[config.mk]
export PLATFORM = sky130hd
export DESIGN_NAME = compress_top
export DESIGN_NICKNAME = d
export VERILOG_FILES = /design/src/compress_pkg.sv /design/src/compress_coeff.sv /design/src/compress_ctrl.sv /design/src/compress_api_port.sv /design/src/compress_top.sv
export SDC_FILE = /design/constraint.sdc
export NUM_CORES = 2
export LEC_CHECK = 0
export ABC_CLOCK_PERIOD_IN_PS = 2900
export BUFFER_PORTS_ARGS = -buffer_cell sky130_fd_sc_hd__buf_2
export CORE_UTILIZATION = 50
export CTS_BUF_LIST = sky130_fd_sc_hd__clkbuf_2 sky130_fd_sc_hd__clkbuf_4 sky130_fd_sc_hd__clkbuf_8
export CTS_CLUSTER_DIAMETER = 120
export DETAILED_ROUTE_END_ITERATION = 8
export PLACE_DENSITY_LB_ADDON = 0.25
export SYNTH_ARGS = -nofsm -noshare
export SYNTH_HDL_FRONTEND = slang
export SYNTH_SLANG_ARGS = --single-unit
[constraint.sdc]
create_clock -name pi_clk -period 2.9 [get_ports pi_clk]
set_input_delay 0.145 -clock pi_clk [delete_from_list [all_inputs] [get_ports pi_clk]]
set_output_delay 0.145 -clock pi_clk [all_outputs]
set_load 0.01 [all_outputs]
[src/compress_pkg.sv]
// ----------------------------------------------------------
// shared sizes, compressed field widths, mode type, API codes
// and the mode to d mapping
// ----------------------------------------------------------
`default_nettype none

package compress_pkg;

    // ------------------------------------------------------
    // memory and polynomial geometry
    // ------------------------------------------------------
    localparam int mem_addr_width = 10;
    localparam int coeff_per_clk  = 4;
    localparam int reg_size       = 12;
    localparam int mlkem_n        = 256;
    localparam int words_per_poly = mlkem_n / coeff_per_clk;
    localparam int mlkem_q        = 3329;

    // num_poly field and word counter widths
    localparam int num_poly_width = 3;
    localparam int word_idx_width = $clog2(words_per_poly);
    localparam int word_cnt_width = num_poly_width + word_idx_width;

    // ------------------------------------------------------
    // compressed output
    // ------------------------------------------------------
    localparam int comp_max_d     = 11;
    localparam int api_data_width = coeff_per_clk * comp_max_d;

    // x * 2^d + q/2, widest case d = 11
    localparam int comp_num_width   = reg_size + comp_max_d;
    // reciprocal of q scaled by 2^24, floor
    localparam int comp_recip_shift = 24;
    localparam int comp_recip       = (1 << comp_recip_shift) / mlkem_q;
    localparam int comp_recip_width = 13;
    localparam int comp_prod_width  = comp_num_width + comp_recip_width;

    typedef enum logic [1:0] {
        comp_d1  = 2'd0,
        comp_d5  = 2'd1,
        comp_d10 = 2'd2,
        comp_d11 = 2'd3
    } compress_mode_t;

    // API enable encodings, 11 never issued
    localparam logic [1:0] api_en_write = 2'b01;
    localparam logic [1:0] api_en_read  = 2'b10;

    // compressed width d for each mode
    function automatic logic [3:0] mode_bits(compress_mode_t m);
        logic [3:0] d;
        case (m)
            comp_d1:  d = 4'd1;
            comp_d5:  d = 4'd5;
            comp_d10: d = 4'd10;
            default:  d = 4'd11;
        endcase
        return d;
    endfunction

endpackage

`default_nettype wire

[src/compress_coeff.sv]
// ----------------------------------------------------------
// single coefficient compressor, round(x * 2^d / q) mod 2^d
// ----------------------------------------------------------
`default_nettype none

module compress_coeff
    import compress_pkg::*;
(
    input  wire logic [reg_size-1:0]   coeff,
    input  wire compress_mode_t        mode,
    output logic      [comp_max_d-1:0] comp
);

    logic [3:0]                 d;
    logic [comp_num_width-1:0]  num;
    logic [comp_prod_width-1:0] prod;
    logic [comp_num_width-1:0]  q_est;
    logic [comp_num_width-1:0]  rem;
    logic [comp_max_d:0]        quot;
    logic [comp_max_d-1:0]      mask;

    always_comb begin
        d = mode_bits(mode);
        // scale up and add q/2 so the floor division rounds to nearest
        num = (comp_num_width'(coeff) << d) + comp_num_width'(mlkem_q / 2);
        // floor(num / q) estimate, low by at most one
        prod  = comp_prod_width'(num) * comp_prod_width'(comp_recip);
        q_est = comp_num_width'(prod >> comp_recip_shift);
        rem   = num - q_est * comp_num_width'(mlkem_q);
        // correction step when the remainder still holds a full q
        if (rem >= comp_num_width'(mlkem_q)) begin
            quot = q_est[comp_max_d:0] + 1'b1;
        end else begin
            quot = q_est[comp_max_d:0];
        end
        // mod 2^d, top values wrap to zero
        mask = comp_max_d'((1 << d) - 1);
        comp = quot[comp_max_d-1:0] & mask;
    end

endmodule

`default_nettype wire

[src/compress_ctrl.sv]
// ----------------------------------------------------------
// job sequencer with memory read stream and aligned item flags
// ----------------------------------------------------------
`default_nettype none

module compress_ctrl
    import compress_pkg::*;
(
    input  wire logic                      pi_clk,
    input  wire logic                      pi_reset_n,
    input  wire logic                      zeroize,
    input  wire logic                      compress_enable,
    input  wire logic [num_poly_width-1:0] num_poly,
    input  wire logic [mem_addr_width-1:0] src_base_addr,
    input  wire logic [mem_addr_width-1:0] dest_base_addr,
    output logic                           mem_rd_en,
    output logic      [mem_addr_width-1:0] mem_rd_addr,
    output logic                           item_valid,
    output logic                           item_last,
    output logic      [mem_addr_width-1:0] item_addr
);

    logic                      busy;
    logic [word_cnt_width-1:0] word_cnt;
    logic [word_cnt_width-1:0] word_total;
    logic [mem_addr_width-1:0] rd_addr;
    logic                      last_word;

    // N = num_poly * 64
    // inputs held stable while busy
    assign word_total = {num_poly, {word_idx_width{1'b0}}};
    assign last_word  = (word_cnt == word_total - 1'b1);

    // one read per cycle for as long as the job runs
    assign mem_rd_en   = busy;
    assign mem_rd_addr = rd_addr;

    // ------------------------------------------------------
    // read sequencing and one-stage flag delay
    // ------------------------------------------------------
    always_ff @(posedge pi_clk or negedge pi_reset_n) begin
        if (!pi_reset_n) begin
            busy       <= 1'b0;
            word_cnt   <= '0;
            rd_addr    <= '0;
            item_valid <= 1'b0;
            item_last  <= 1'b0;
        end else if (zeroize) begin
            busy       <= 1'b0;
            word_cnt   <= '0;
            rd_addr    <= '0;
            item_valid <= 1'b0;
            item_last  <= 1'b0;
        end else begin
            // flags follow the read data by one cycle
            item_valid <= busy;
            item_last  <= busy && last_word;
            if (compress_enable) begin
                busy     <= 1'b1;
                word_cnt <= '0;
                rd_addr  <= src_base_addr;
            end else if (busy) begin
                if (last_word) begin
                    busy <= 1'b0;
                end
                word_cnt <= word_cnt + 1'b1;
                rd_addr  <= rd_addr + 1'b1;
            end
        end
    end

    // destination follows the word index
    always_ff @(posedge pi_clk) begin
        item_addr <= dest_base_addr + mem_addr_width'(word_cnt);
    end

endmodule

`default_nettype wire

[src/compress_api_port.sv]
// ----------------------------------------------------------
// API output stage: write or read-back compare, sticky
// mismatch flag and done pulse
// ----------------------------------------------------------
`default_nettype none

module compress_api_port
    import compress_pkg::*;
(
    input  wire logic                      pi_clk,
    input  wire logic                      pi_reset_n,
    input  wire logic                      zeroize,
    input  wire logic                      compress_enable,
    input  wire logic                      compare_mode,
    input  wire logic                      item_valid,
    input  wire logic                      item_last,
    input  wire logic [mem_addr_width-1:0] item_addr,
    input  wire logic [api_data_width-1:0] comp_word,
    input  wire logic [api_data_width-1:0] api_rd_data,
    output logic      [1:0]                api_rw_en,
    output logic      [mem_addr_width-1:0] api_rw_addr,
    output logic      [api_data_width-1:0] api_wr_data,
    output logic                           compare_failed,
    output logic                           compress_done
);

    logic                      acc_last;
    logic                      acc_read;
    logic                      cmp_valid;
    logic                      cmp_last;
    logic                      done_q;
    logic                      failed_q;
    logic [api_data_width-1:0] exp_word;
    logic                      mismatch;

    // access stage is a read when the enable code says so
    assign acc_read = (api_rw_en == api_en_read);
    // read data lines up with the held expected word
    assign mismatch = cmp_valid && (exp_word != api_rd_data);

    assign compare_failed = failed_q;
    assign compress_done  = done_q;

    // ------------------------------------------------------
    // access, compare and done control
    // ------------------------------------------------------
    always_ff @(posedge pi_clk or negedge pi_reset_n) begin
        if (!pi_reset_n) begin
            api_rw_en <= 2'b00;
            acc_last  <= 1'b0;
            cmp_valid <= 1'b0;
            cmp_last  <= 1'b0;
            done_q    <= 1'b0;
            failed_q  <= 1'b0;
        end else if (zeroize) begin
            api_rw_en <= 2'b00;
            acc_last  <= 1'b0;
            cmp_valid <= 1'b0;
            cmp_last  <= 1'b0;
            done_q    <= 1'b0;
            failed_q  <= 1'b0;
        end else begin
            if (item_valid) begin
                api_rw_en <= compare_mode ? api_en_read : api_en_write;
            end else begin
                api_rw_en <= 2'b00;
            end
            acc_last  <= item_valid && item_last;
            cmp_valid <= acc_read;
            cmp_last  <= acc_read && acc_last;
            // write mode ends after the last access, compare one later
            done_q    <= (acc_last && !acc_read) || cmp_last;
            // sticky until the next job starts
            if (compress_enable) begin
                failed_q <= 1'b0;
            end else if (mismatch) begin
                failed_q <= 1'b1;
            end
        end
    end

    // payload path
    always_ff @(posedge pi_clk) begin
        if (item_valid) begin
            api_rw_addr <= item_addr;
            api_wr_data <= comp_word;
        end
        // expected word for the compare one cycle later
        exp_word <= api_wr_data;
    end

endmodule

`default_nettype wire

[src/compress_top.sv]
// ----------------------------------------------------------
// compression unit top: sequencer, four lane compressors
// and the API stage
// ----------------------------------------------------------
`default_nettype none

module compress_top
    import compress_pkg::*;
(
    input  wire logic                                    pi_clk,
    input  wire logic                                    pi_reset_n,
    input  wire logic                                    zeroize,
    input  wire logic                                    compress_enable,
    input  wire compress_mode_t                          mode,
    input  wire logic                                    compare_mode,
    input  wire logic [num_poly_width-1:0]               num_poly,
    input  wire logic [mem_addr_width-1:0]               src_base_addr,
    input  wire logic [mem_addr_width-1:0]               dest_base_addr,
    output logic                                         mem_rd_en,
    output logic      [mem_addr_width-1:0]               mem_rd_addr,
    input  wire logic [coeff_per_clk-1:0][reg_size-1:0]  mem_rd_data,
    output logic      [1:0]                              api_rw_en,
    output logic      [mem_addr_width-1:0]               api_rw_addr,
    output logic      [api_data_width-1:0]               api_wr_data,
    input  wire logic [api_data_width-1:0]               api_rd_data,
    output logic                                         compare_failed,
    output logic                                         compress_done
);

    logic                                   item_valid;
    logic                                   item_last;
    logic [mem_addr_width-1:0]              item_addr;
    // lane 0 lands in the low bits of the API word
    logic [coeff_per_clk-1:0][comp_max_d-1:0] comp_lane;

    compress_ctrl u_ctrl (
        .pi_clk          (pi_clk),
        .pi_reset_n      (pi_reset_n),
        .zeroize         (zeroize),
        .compress_enable (compress_enable),
        .num_poly        (num_poly),
        .src_base_addr   (src_base_addr),
        .dest_base_addr  (dest_base_addr),
        .mem_rd_en       (mem_rd_en),
        .mem_rd_addr     (mem_rd_addr),
        .item_valid      (item_valid),
        .item_last       (item_last),
        .item_addr       (item_addr)
    );

    // one compressor per coefficient lane
    for (genvar i = 0; i < coeff_per_clk; i++) begin : g_lane
        compress_coeff u_coeff (
            .coeff (mem_rd_data[i]),
            .mode  (mode),
            .comp  (comp_lane[i])
        );
    end

    compress_api_port u_api (
        .pi_clk          (pi_clk),
        .pi_reset_n      (pi_reset_n),
        .zeroize         (zeroize),
        .compress_enable (compress_enable),
        .compare_mode    (compare_mode),
        .item_valid      (item_valid),
        .item_last       (item_last),
        .item_addr       (item_addr),
        .comp_word       (comp_lane),
        .api_rd_data     (api_rd_data),
        .api_rw_en       (api_rw_en),
        .api_rw_addr     (api_rw_addr),
        .api_wr_data     (api_wr_data),
        .compare_failed  (compare_failed),
        .compress_done   (compress_done)
    );

endmodule

`default_nettype wire

==> impl_metrics.py <==
metrics = {
    "die": {
        "pin_count": 191,
        "die_w_um": 286,
        "die-height_um": 286,
        "start_util_pct": 50.8,
        "rows": 103,
        "design.core.area_um2": 79400,
        "dieArea_um2": 81700,
    },
    "clock_network": {
        "cts_tree": "done",
        "path_clk_slew_ns": 0.10,
        "h-tree-depth": 4,
        "clockRootBuffer": "clkbuf_8",
        "clock-sinks": 137,
        "cts_buffers": 17,
        "clockBufferDepth": 2,
        "insertion_delay_ns": 0.59,
    },
    "worst_setup_path": {
        "slowest_stage": "fa_1",
        "path_buf_inv": 10,
        "crit_top_cell": "fa_1",
        "worstPathRequired_ns": 3.22,
        "startpoint_type": "input port",
        "cp.arrival_ns": 11.31,
        "cp_slowest_stage_delay_ns": 0.55,
        "critical_path_class": "in2reg",
        "worstReg2RegStart": "u_ctrl.mem_rd_addr[1]$_DFFE_PN0P_",
        "path_max_fanout": 8,
        "path_delay_family": "adder cells",
        "crit_start": "mode[0]",
        "endpoint_kind": "register",
    },
    "drt": {
        "wire_per_inst_um": 17.9,
        "wl_um": 123000,
        "drc": 0,
        "drtIter0Drc": 2218,
        "via_per_inst": 5.18,
        "num_vias": 35700,
        "dr.pass1.iters": 6,
        "postRouteAntennaNets": 0,
    },
    "logic_synthesis": {
        "synthMuxAreaShare_pct": 1.29,
        "synth_xor_area_share_pct": 7.08,
        "ys_top_cells_by_area": "fa_1, ha_1, inv_1, xnor2_1, edfxtp_1",
        "post-synth-top-area-cell": "fa_1",
        "synth_edf_count": 54,
        "syn-cell-area_um2": 40300,
        "synth_fa_ha_area_share_pct": 51.2,
        "avgSynthCellArea_um2": 9.07,
        "synth_top_family_by_area": "adder cells",
        "async_flop_share_pct": 21.2,
        "post-synth-top-count-cell": "inv_1",
        "ys_seq_area_share_pct": 8.51,
        "yosys_most_used_dff": "edfxtp_1",
        "synth-seq-cells": 137,
        "synth_common_cells": "inv_1, ha_1, fa_1, xnor2_1, nor2_1",
        "synth_compound_area_share_pct": 10.3,
        "ys_warn_count": 0,
        "synth_simple_gate_area_share_pct": 9.95,
        "ys_types": 112,
        "synthesis.instances": 4445,
        "yosysTopAreaCellShare_pct": 27.1,
    },
    "sta": {
        "finalCritPeriodShare_pct": 379,
        "max_freq_mhz": 90.9,
        "slew_violations": 0,
        "fin_ws_ns": -8.10,
        "finClkSkew_ns": 0.0372,
        "fin_crit_ns": 11.00,
        "rsz0062_at_grt": "yes",
        "relSlewSlack_pct": 33.0,
        "finalSetupViolCount": 44,
        "hold_viol_final": 0,
        "tightest_slew_ns": 1.00,
    },
    "min_path": {
        "min_path_type": "in2reg",
        "hold_path.startpoint": "num_poly[2]",
    },
    "placed_design": {
        "dp_hpwl_um": 102000,
        "place_area_um2": 50900,
        "portBuffers": 190,
        "routabilityCongestion": 0.964,
    },
    "global_route": {
        "grt_pass1_wl_um": 193000,
        "grt-ovfl-total": 0,
        "grt_pass1_vias": 36800,
        "grt_max_degree": 58,
        "grtUsageTotal_pct": 30.2,
        "antenna_found_initial": 6,
    },
    "final_layout": {
        "stdcell_area_um2": 55100,
        "fin_nets": 7265,
        "area_growth_pct": 36.6,
        "drive_above_1_share_pct": 31.6,
    },
    "outcome": {
        "status": "finished, violations left",
        "violations": "setup timing",
    },
    "job": {
        "maxCapViolCount": 0,
    },
}
state kept, by name (all words and copies together) (netlist names):
| register | flops |
|---|---|
| u_api.compare_failed | 1 |
| u_ctrl.mem_rd_en | 1 |
| u_api.cmp_valid | 1 |
| u_api.exp_word | 44 |
| u_ctrl.mem_rd_addr | 10 |
| u_api.compress_done | 1 |
| u_api.api_rw_en | 2 |
| u_api.api_wr_data | 44 |
| u_api.acc_last | 1 |
| u_ctrl.item_addr | 10 |
| u_ctrl.item_valid | 1 |
| u_ctrl.word_cnt | 9 |
| u_api.cmp_last | 1 |
| u_api.api_rw_addr | 10 |
| u_ctrl.item_last | 1 |
routing by layer:
layer / wire (um) / part of all wire, % / up-vias / track usage, %
li1: - / - / 17100 / -
met1: 54600 / 44 / 17400 / 41.5
met2: 58000 / 47 / 1004 / 50.0
met3: 7420 / 6.0 / 182 / 3.96
met4: 2970 / 2.4 / 2 / 8.21
met5: 12 / 0.0098 / - / 0
area by class of cell:
cell class | count | area [um^2]
well taps | 1050 | 1310
multi-input cells | 3111 | 34900
repair buffers | 1389 | 10600
fillers | 6038 | 24300
clock buffers | 17 | 234
flip-flops and latches | 137 | 3440
clock inverters | 15 | 181
diodes | 3 | 7.51
inverters | 1166 | 4380
kinds of logic after synthesis:
logic type,Yosys count
buf+inv,1220
simple gates,785
xor+xnor,320
compound gates,619
mux,40
fa+ha+maj,1323
flops,137
other cells,1
cells in the final DEF, fill, tap and decap left out, types with 47 or more instances in the layout:
cell type | netlist | final
nor2_1 | 220 | 192
xor2_1 | 90 | 74
fa_1 | 545 | 539
edfxtp_1 | 54 | 54
inv_2 | 4 | 49
ha_1 | 776 | 706
dlygate4sd3_1 | 0 | 47
dfxtp_1 | 54 | 54
nand3_1 | 54 | 47
ha_4 | 0 | 65
o21ai_0 | 99 | 70
inv_1 | 1161 | 1117
a21oi_1 | 185 | 139
xnor2_1 | 225 | 191
nand2_1 | 178 | 165
buf_2 | 6 | 188
a21o_1 | 65 | 65
buf_4 | 7 | 1104
worst reg2reg max path, cell delays in order (launching register included):
cell,delay [ns]
dfrtp_1,0.44
nand3_1,0.14
nor2_2,0.17
and3_1,0.21
nand2_1,0.08
xor2_1,0.19
nor2_1,0.07
a21oi_2,0.14
dlygate4sd3_1,0.61
nor2_1,0.05
dlygate4sd3_1,0.58
metrics by stage:
| stage | hold WS [ns] | setup slack (ns) | cells | util, % | TNS (ns) |
|---|---|---|---|---|---|
| final | 0.124 | -8.10 | 6888 | 69.4 | -348.07 |
| after floorplan | -0.151 | -8.75 | 4468 | - | -369.25 |
| after global placement | 0.208 | -8.99 | 6716 | 64.2 | -385.97 |
| after global routing | 0.150 | -8.59 | 6887 | 69.4 | -367.10 |
| after detailed placement | 0.206 | -9.20 | 6716 | 64.2 | -394.47 |
| after CTS | 0.0527 | -7.81 | 6829 | 67.0 | -338.12 |
what timing repair did:
| action | 4_1_cts | 5_1_grt |
|---|---|---|
| resized for setup | 187 | 264 |
| setup buffers | 27 | 58 |
| pin swaps | 137 | 144 |
| hold endpoints to repair | 57 | 0 |
| setup endpoints to repair | 44 | 48 |
| cloned | 7 | 1 |
| hold buffers | 47 | 0 |
final timing paths:
| path | end | slack [ns] | cells past startpoint |
|---|---|---|---|
| worst max-delay path | u_api.api_wr_data[5]$_DFFE_PP_ | -8.10 | 53 |
| worst min-delay path | u_ctrl.item_last$_DFF_PN0_ | 0.12 | 5 |
| worst max register to register | u_ctrl.mem_rd_addr[7]$_DFFE_PN0P_ | 0.12 | 10 |
| worst min register to register | u_api.exp_word[39]$_DFF_P_ | 0.37 | 0 |
| max in group asynchronous | u_ctrl.item_valid$_DFF_PN0_ | 2.29 | 2 |
| min in group asynchronous | u_ctrl.item_valid$_DFF_PN0_ | 0.14 | 2 |
Power is left out: the tool's default activity adds up to more than one toggle a clock period on the data nets, which glitch-free logic cannot reach.
